### src/verilog/rv32i_pkg.sv
package rv32i_pkg;

    // datapath width
    localparam int xlen_bits = 32;
    // architectural register count
    localparam int reg_count = 32;
    // program order stamp width
    localparam int order_bits = 16;

    // major opcodes kept in this slice
    typedef enum logic [6:0] {
        op_b_lui = 7'b0110111,
        op_b_imm = 7'b0010011,
        op_b_reg = 7'b0110011
    } rv32i_opcode;

    // funct3 for integer arithmetic
    typedef enum logic [2:0] {
        arith_f3_add  = 3'b000,
        arith_f3_sll  = 3'b001,
        arith_f3_slt  = 3'b010,
        arith_f3_sltu = 3'b011,
        arith_f3_xor  = 3'b100,
        arith_f3_sr   = 3'b101,
        arith_f3_or   = 3'b110,
        arith_f3_and  = 3'b111
    } arith_funct3;

    // funct7 picks srl/sra and add/sub
    typedef enum logic [6:0] {
        base    = 7'b0000000,
        variant = 7'b0100000
    } funct7_kind;

    // low eight codes line up with funct3
    typedef enum logic [3:0] {
        alu_op_add  = 4'd0,
        alu_op_sll  = 4'd1,
        alu_op_slt  = 4'd2,
        alu_op_sltu = 4'd3,
        alu_op_xor  = 4'd4,
        alu_op_srl  = 4'd5,
        alu_op_or   = 4'd6,
        alu_op_and  = 4'd7,
        alu_op_sub  = 4'd8,
        alu_op_sra  = 4'd9,
        alu_op_none = 4'd10
    } alu_ops;

    // operand 1 source, no_out feeds zero
    typedef enum logic [1:0] {
        rs1_out = 2'b00,
        no_out  = 2'b01
    } alu_m1_sel_t;

    // operand 2 source
    typedef enum logic {
        rs2_out = 1'b0,
        imm_out = 1'b1
    } alu_m2_sel_t;

    // one instruction word, register view and immediate view
    typedef union packed {
        struct packed {
            logic [6:0] funct7;
            logic [4:0] rs2;
            logic [4:0] rs1;
            logic [2:0] funct3;
            logic [4:0] rd;
            logic [6:0] opcode;
        } r;
        struct packed {
            logic [11:0] imm12;
            logic [4:0]  rs1;
            logic [2:0]  funct3;
            logic [4:0]  rd;
            logic [6:0]  opcode;
        } i;
    } instr_t;

endpackage

### src/verilog/if_id_if.sv
`timescale 1ns/1ps

interface if_id_if;

    // buffered instruction, fetch buffer to decode
    logic                              valid;
    rv32i_pkg::instr_t                 inst;
    logic [rv32i_pkg::xlen_bits-1:0]   pc;
    logic [rv32i_pkg::order_bits-1:0]  order;

    // fetch buffer side
    modport src (output valid, output inst, output pc, output order);

    // decode side
    modport dst (input valid, input inst, input pc, input order);

endinterface

### src/verilog/id_dis_if.sv
`timescale 1ns/1ps

interface id_dis_if;

    logic                              valid;
    logic [rv32i_pkg::xlen_bits-1:0]   pc;
    logic [rv32i_pkg::order_bits-1:0]  order;
    // register addresses
    logic [4:0]                        rd_addr;
    logic [4:0]                        rs1_addr;
    logic [4:0]                        rs2_addr;
    // immediate already sign or shift extended
    logic [rv32i_pkg::xlen_bits-1:0]   imm;
    // control
    logic                              regf_we;
    rv32i_pkg::alu_m1_sel_t            alu_m1_sel;
    rv32i_pkg::alu_m2_sel_t            alu_m2_sel;
    rv32i_pkg::alu_ops                 aluop;

    // decode side
    modport src (
        output valid, output pc, output order,
        output rd_addr, output rs1_addr, output rs2_addr,
        output imm, output regf_we,
        output alu_m1_sel, output alu_m2_sel, output aluop
    );

    // execute side
    modport dst (
        input valid, input pc, input order,
        input rd_addr, input rs1_addr, input rs2_addr,
        input imm, input regf_we,
        input alu_m1_sel, input alu_m2_sel, input aluop
    );

endinterface

### src/verilog/fetch_buffer.sv
`timescale 1ns/1ps

module fetch_buffer (
    input  logic                             clk,
    input  logic                             rst,
    input  logic                             stall,
    input  logic                             in_valid,
    input  logic [31:0]                      in_inst,
    input  logic [31:0]                      in_pc,
    if_id_if.src                             out
);

    logic                              buf_valid;
    logic [31:0]                       buf_inst;
    logic [31:0]                       buf_pc;
    logic [rv32i_pkg::order_bits-1:0]  buf_order;
    // next order number to hand out
    logic [rv32i_pkg::order_bits-1:0]  order_cnt;

    // control state, a bubble loads valid low
    always_ff @(posedge clk) begin
        if (rst) begin
            buf_valid <= 1'b0;
            order_cnt <= '0;
        end else if (!stall) begin
            buf_valid <= in_valid;
            // count only real instructions
            if (in_valid) begin
                order_cnt <= order_cnt + 1;
            end
        end
    end

    // payload, held while stalled
    always_ff @(posedge clk) begin
        if (!stall) begin
            buf_inst  <= in_inst;
            buf_pc    <= in_pc;
            buf_order <= order_cnt;
        end
    end

    assign out.valid = buf_valid;
    assign out.inst  = buf_inst;
    assign out.pc    = buf_pc;
    assign out.order = buf_order;

endmodule

### src/verilog/decode.sv
`timescale 1ns/1ps

module decode (
    input  logic    stall,
    if_id_if.dst    in,
    id_dis_if.src   out
);

    logic [6:0]                       opcode;
    logic [2:0]                       funct3;
    logic [6:0]                       funct7;
    logic [4:0]                       rs1_addr;
    logic [4:0]                       rs2_addr;
    logic [4:0]                       rd_addr;
    logic [rv32i_pkg::xlen_bits-1:0]  i_imm;
    logic [rv32i_pkg::xlen_bits-1:0]  u_imm;

    // register and funct fields from the r view
    assign opcode   = in.inst.r.opcode;
    assign funct3   = in.inst.r.funct3;
    assign funct7   = in.inst.r.funct7;
    assign rs1_addr = in.inst.r.rs1;
    assign rs2_addr = in.inst.r.rs2;
    assign rd_addr  = in.inst.r.rd;

    // sign extended i-type immediate
    assign i_imm = {{20{in.inst.i.imm12[11]}}, in.inst.i.imm12};
    // upper 20 bits, low 12 cleared
    assign u_imm = {in.inst.i.imm12, in.inst.i.rs1, in.inst.i.funct3, 12'h000};

    always_comb begin
        // everything off by default
        out.valid      = 1'b0;
        out.pc         = '0;
        out.order      = '0;
        out.rd_addr    = '0;
        out.rs1_addr   = '0;
        out.rs2_addr   = '0;
        out.imm        = '0;
        out.regf_we    = 1'b0;
        out.alu_m1_sel = rv32i_pkg::rs1_out;
        out.alu_m2_sel = rv32i_pkg::rs2_out;
        // unknown opcodes compute zero
        out.aluop      = rv32i_pkg::alu_op_none;
        // stall drops valid, entry waits in the buffer
        if (!stall) begin
            out.valid    = in.valid;
            out.pc       = in.pc;
            out.order    = in.order;
            out.rd_addr  = rd_addr;
            out.rs1_addr = rs1_addr;
            out.rs2_addr = rs2_addr;
            unique case (opcode)
                rv32i_pkg::op_b_lui: begin
                    // rd = 0 + u_imm
                    out.imm        = u_imm;
                    out.regf_we    = 1'b1;
                    out.alu_m1_sel = rv32i_pkg::no_out;
                    out.alu_m2_sel = rv32i_pkg::imm_out;
                    out.aluop      = rv32i_pkg::alu_op_add;
                end
                rv32i_pkg::op_b_imm: begin
                    out.imm        = i_imm;
                    out.regf_we    = 1'b1;
                    out.alu_m1_sel = rv32i_pkg::rs1_out;
                    out.alu_m2_sel = rv32i_pkg::imm_out;
                    unique case (funct3)
                        rv32i_pkg::arith_f3_sr: begin
                            // imm[11:5] picks logical or arithmetic
                            unique case (funct7)
                                rv32i_pkg::base:    out.aluop = rv32i_pkg::alu_op_srl;
                                rv32i_pkg::variant: out.aluop = rv32i_pkg::alu_op_sra;
                                default:            out.aluop = rv32i_pkg::alu_op_srl;
                            endcase
                        end
                        // addi, slti, sltiu, xori, ori, andi, slli
                        default: out.aluop = rv32i_pkg::alu_ops'({1'b0, funct3});
                    endcase
                end
                rv32i_pkg::op_b_reg: begin
                    out.regf_we    = 1'b1;
                    out.alu_m1_sel = rv32i_pkg::rs1_out;
                    out.alu_m2_sel = rv32i_pkg::rs2_out;
                    unique case (funct3)
                        rv32i_pkg::arith_f3_sr: begin
                            unique case (funct7)
                                rv32i_pkg::base:    out.aluop = rv32i_pkg::alu_op_srl;
                                rv32i_pkg::variant: out.aluop = rv32i_pkg::alu_op_sra;
                                default:            out.aluop = rv32i_pkg::alu_op_none;
                            endcase
                        end
                        rv32i_pkg::arith_f3_add: begin
                            unique case (funct7)
                                rv32i_pkg::base:    out.aluop = rv32i_pkg::alu_op_add;
                                rv32i_pkg::variant: out.aluop = rv32i_pkg::alu_op_sub;
                                default:            out.aluop = rv32i_pkg::alu_op_none;
                            endcase
                        end
                        default: out.aluop = rv32i_pkg::alu_ops'({1'b0, funct3});
                    endcase
                end
                // anything else commits with no write
                default: ;
            endcase
        end
    end

endmodule

### src/verilog/int_exec.sv
`timescale 1ns/1ps

module int_exec (
    input  logic                                   clk,
    input  logic                                   rst,
    id_dis_if.dst                                  in,
    output logic                                   commit_valid,
    output logic [rv32i_pkg::order_bits-1:0]       commit_order,
    output logic [rv32i_pkg::xlen_bits-1:0]        commit_pc,
    output logic [4:0]                             commit_rd,
    output logic                                   commit_we,
    output logic [rv32i_pkg::xlen_bits-1:0]        commit_data
);

    logic [rv32i_pkg::xlen_bits-1:0]  regs [rv32i_pkg::reg_count];
    logic [rv32i_pkg::xlen_bits-1:0]  rs1_data;
    logic [rv32i_pkg::xlen_bits-1:0]  rs2_data;
    logic [rv32i_pkg::xlen_bits-1:0]  alu_a;
    logic [rv32i_pkg::xlen_bits-1:0]  alu_b;
    logic [rv32i_pkg::xlen_bits-1:0]  alu_result;
    logic                             wr_en;

    // x0 hardwired to zero on read
    assign rs1_data = (in.rs1_addr == 5'd0) ? '0 : regs[in.rs1_addr];
    assign rs2_data = (in.rs2_addr == 5'd0) ? '0 : regs[in.rs2_addr];

    // operand muxes
    always_comb begin
        unique case (in.alu_m1_sel)
            rv32i_pkg::rs1_out: alu_a = rs1_data;
            default:            alu_a = '0;
        endcase
        unique case (in.alu_m2_sel)
            rv32i_pkg::imm_out: alu_b = in.imm;
            default:            alu_b = rs2_data;
        endcase
    end

    // alu, shifts use the low five bits
    always_comb begin
        unique case (in.aluop)
            rv32i_pkg::alu_op_add:  alu_result = alu_a + alu_b;
            rv32i_pkg::alu_op_sub:  alu_result = alu_a - alu_b;
            rv32i_pkg::alu_op_sll:  alu_result = alu_a << alu_b[4:0];
            rv32i_pkg::alu_op_srl:  alu_result = alu_a >> alu_b[4:0];
            rv32i_pkg::alu_op_sra:  alu_result = $signed(alu_a) >>> alu_b[4:0];
            rv32i_pkg::alu_op_slt:
                alu_result = {{(rv32i_pkg::xlen_bits-1){1'b0}}, $signed(alu_a) < $signed(alu_b)};
            rv32i_pkg::alu_op_sltu:
                alu_result = {{(rv32i_pkg::xlen_bits-1){1'b0}}, alu_a < alu_b};
            rv32i_pkg::alu_op_xor:  alu_result = alu_a ^ alu_b;
            rv32i_pkg::alu_op_or:   alu_result = alu_a | alu_b;
            rv32i_pkg::alu_op_and:  alu_result = alu_a & alu_b;
            // alu_op_none and unused codes
            default:                alu_result = '0;
        endcase
    end

    // write only real destinations
    assign wr_en = in.valid && in.regf_we && (in.rd_addr != 5'd0);

    // register file, same edge as the commit report
    always_ff @(posedge clk) begin
        if (rst) begin
            for (int i = 0; i < rv32i_pkg::reg_count; i++) begin
                regs[i] <= '0;
            end
        end else if (wr_en) begin
            regs[in.rd_addr] <= alu_result;
        end
    end

    // commit control
    always_ff @(posedge clk) begin
        if (rst) begin
            commit_valid <= 1'b0;
            commit_we    <= 1'b0;
        end else begin
            commit_valid <= in.valid;
            commit_we    <= wr_en;
        end
    end

    // commit payload, only loaded for real instructions
    always_ff @(posedge clk) begin
        if (in.valid) begin
            commit_order <= in.order;
            commit_pc    <= in.pc;
            commit_rd    <= in.rd_addr;
            commit_data  <= alu_result;
        end
    end

endmodule

### src/verilog/decode_core.sv
`timescale 1ns/1ps

module decode_core (
    input  logic                                   clk,
    input  logic                                   rst,
    input  logic                                   in_valid,
    input  logic [31:0]                            in_inst,
    input  logic [31:0]                            in_pc,
    input  logic                                   stall,
    output logic                                   commit_valid,
    output logic [rv32i_pkg::order_bits-1:0]       commit_order,
    output logic [rv32i_pkg::xlen_bits-1:0]        commit_pc,
    output logic [4:0]                             commit_rd,
    output logic                                   commit_we,
    output logic [rv32i_pkg::xlen_bits-1:0]        commit_data
);

    // stage to stage links
    if_id_if  if_id ();
    id_dis_if id_dis ();

    // one cycle, holds under stall
    fetch_buffer u_fetch_buffer (
        .clk      (clk),
        .rst      (rst),
        .stall    (stall),
        .in_valid (in_valid),
        .in_inst  (in_inst),
        .in_pc    (in_pc),
        .out      (if_id.src)
    );

    // combinational
    decode u_decode (
        .stall (stall),
        .in    (if_id.dst),
        .out   (id_dis.src)
    );

    // regfile, alu and commit report
    int_exec u_int_exec (
        .clk          (clk),
        .rst          (rst),
        .in           (id_dis.dst),
        .commit_valid (commit_valid),
        .commit_order (commit_order),
        .commit_pc    (commit_pc),
        .commit_rd    (commit_rd),
        .commit_we    (commit_we),
        .commit_data  (commit_data)
    );

endmodule

### config.mk
export PLATFORM = sky130hd
export DESIGN_NAME = decode_core
export DESIGN_NICKNAME = d
export VERILOG_FILES = /design/src/verilog/rv32i_pkg.sv /design/src/verilog/if_id_if.sv /design/src/verilog/id_dis_if.sv /design/src/verilog/fetch_buffer.sv /design/src/verilog/decode.sv /design/src/verilog/int_exec.sv /design/src/verilog/decode_core.sv
export SDC_FILE = /design/constraint.sdc
export NUM_CORES = 2
export LEC_CHECK = 0
export ABC_AREA = 1
export CAP_MARGIN = 20
export CORE_MARGIN = 3
export CORE_UTILIZATION = 45
export DETAILED_ROUTE_END_ITERATION = 8
export DONT_BUFFER_PORTS = 1
export REMOVE_ABC_BUFFERS = 1
export SETUP_SLACK_MARGIN = 0.02
export SLEW_MARGIN = 20
export SYNTH_ARGS = -nofsm -noshare
export SYNTH_HDL_FRONTEND = slang
export SYNTH_SLANG_ARGS = --single-unit
### constraint.sdc
create_clock -name clk -period 12.55 [get_ports clk]
set_input_delay 2.51 -clock clk [delete_from_list [all_inputs] [get_ports clk]]
set_output_delay 2.51 -clock clk [all_outputs]
set_load 0.01 [all_outputs]
==> flow_summary.toml <==
[outcome]
status = "complete, no violations"

[routing]
drc = 0
met2_length_mm = 139
routed_wirelength_mm = 332
drtIter0Drc = 12800
highest_layer = "met5"
wl_met3_mm = 47.2
antenna_left = 0
dr.pass1.iters = 9
vias = 72100
wl_met1_mm = 122
viasPerCell = 6.50
wl_per_cell_um = 29.9

[cts]
cts_max_level = 4
cts_buffers = 142
clk_path_buf_depth = 3
cts_resized = 0
cts-root-buf = "clkbuf_16"
clock-sinks = 1208
clock_latency_ns = 0.81
cts_setup_buffers = 0
tritoncts = "yes"
clk_pin_slew_ns = 0.06
hold_buffers = 0

[timing]
finalHoldViolations = 0
fin_crit_sh = 0.745
rsz0062_at_grt = "false"
report.final.slew_viol_count = 0
final.min_clock_period_ns = 9.35
fin_skew_ns = 0.0518
slew_headroom = 0.266
max_freq_ghz = 0.107
setup_ws_ns = 3.20
worst_pin_slew_ns = 1.09
finalSetupViolCount = 0

[worst_setup_path]
path_common_cell = "nand2_1"
cpMaxStageDelayCell = "nand2_4"
critPathRequiredTime_ns = 13.02
end_kind = "flip-flop"
critPathKind = "in2reg"
crit_arrival_ns = 9.82
critPathMaxFanout = 66
worstSetupStartpointType = "input pin"
slowest_delay_ns = 0.81

[die]
die_h_um = 408
fp.coreArea_um2 = 159000
io_pins = 155
die_area_um2 = 166000
die_w_um = 408
start_util = 0.456
rows = 146

[logic_synthesis]
syn_avg_cell_area_um2 = 7.91
yosysSeqAreaShare = 0.497
synth_edf_count = 1189
syn_inst = 9185
ys_warn_count = 0
ys.flop_type = "edfxtp_1"
ys_types = 59
async_reset_ff_frac = 0
syn-cell-area_um2 = 72700
ys_ff_latch = 1208

[layout]
area_growth_pct = 9.03
instances_no_fill = 11100
final_cell_mix = "nand2_1, edfxtp_1, nand3_1"
final_nets = 9002
drive_above_1_share = 0.0623
layout_commonest_cell = "nand2_1"

[global_route]
grt_pass1_vias = 66500
overflow = 0
track_usage = 0.383
antenna_found_initial = 10
grt_pass1_wl_mm = 468
grt_max_degree = 111

[placement]
post-dp-hpwl_mm = 198
numPortBuffers = 0
globalplace.congestion = 1.00
placedCellCount = 10800
dp_slack_ns = 2.78

[pwr]
switching_power_mw = 3.97
pwr-share-comb = 0.238
clkPwrFrac = 0.358
p_leak_nw = 31.4
p_int_mw = 7.53
switching_share = 0.345
p_per_area_nw_per_um2 = 145
seqPwrFrac = 0.404
vdd_ir_drop_max_mv = 0.136

[run]
drv_cap = 0

[worst_hold_path]
min_path_type = "reg2reg"
area by class of cell:
class | count | area [um2]
antenna | 9 | 22.5
tap | 2146 | 2690
inverter | 614 | 2330
multi-input combinational | 6628 | 31500
sequential | 1208 | 36100
fill | 15300 | 80300
timing repair buffer | 234 | 2010
clock buffer | 182 | 3750
clock inverter | 74 | 815
power by group through the flow:
stage	registers, mW	logic (mW)	clock network (mW)
5_1_grt	4.66	2.90	4.31
3_5_place_dp	4.73	2.61	0
4_1_cts	4.64	2.62	4.14
6_report	4.65	2.73	4.12
2_1_floorplan	4.72	1.65	0
3_3_place_gp	4.72	2.60	0
metal layers:
layer	GRT usage	up-vias
met5	0	-
met3	0.101	1312
met1	0.511	34100
met2	0.557	6095
li1	-	30600
met4	0.238	2
stage by stage:
step                      setup TNS, ns  power [mW]  hold WS [ns]   util  instance area, um2
after floorplan                -7501.81        6.37         0.408      -               69500
after global placement                0        7.33         0.419  0.468               74600
after detailed placement              0        7.33         0.417  0.468               74600
after CTS                             0        11.4         0.434  0.497               79200
after global routing                  0        11.9         0.446  0.497               79200
final                                 0        11.5         0.435  0.497               79200
sequential cells by signal, summed over array words and instances (netlist names), 5 cells and up:
signal                    count
u_int_exec.commit_rd          5
u_fetch_buffer.out.pc        32
u_fetch_buffer.out.inst      32
u_int_exec.commit_order      16
u_int_exec.commit_data       32
u_int_exec.regs            1024
u_fetch_buffer.out.order     16
u_int_exec.commit_pc         32
u_fetch_buffer.order_cnt     16
cells in the mapped netlist, types with 17 or more instances:
cell type,n,share of area
o21ai_0,255,0.018
a31oi_1,41,0.0035
buf_2,288,0.020
edfxtp_1,1189,0.49
a32oi_1,169,0.020
inv_2,25,0.0013
buf_1,87,0.0045
dfxtp_1,19,0.0052
o21ai_1,30,0.0021
nor2_1,591,0.031
ha_1,104,0.018
nand3_1,1172,0.081
a21oi_1,1044,0.072
nand2_1,2886,0.15
nor3_1,21,0.0014
nand4_1,17,0.0015
o211ai_1,39,0.0040
clkbuf_1,372,0.019
inv_1,578,0.030
buf_4,18,0.0019
o221ai_1,67,0.0081
worst max-delay path, delay by kind of cell:
family	cells	cell delay (ns)
compound gates	3	0.66
simple gates	20	4.12
fa+ha+maj	1	0.35
buf+inv	5	1.91
path summary, 6_finish.rpt:
path,cells after the start,slack (ns),from,end
worst max-delay path,29,3.20,stall,u_int_exec.regs[19][29]
worst min-delay path,0,0.43,u_fetch_buffer.order_cnt[7],u_fetch_buffer.out.order[7]
worst max register to register,29,4.42,u_fetch_buffer.out.inst[15],u_int_exec.regs[19][29]
worst min register to register,0,0.43,u_fetch_buffer.order_cnt[7],u_fetch_buffer.out.order[7]
cell families after synthesis:
group | synth area share
compound gates | 0.137
xor+xnor | 0.00157
fa+ha+maj | 0.0185
buf+inv | 0.0774
flops | 0.497
other cells | 0.0000516
simple gates | 0.269
No activity file was read; power rests on OpenSTA's default activity.
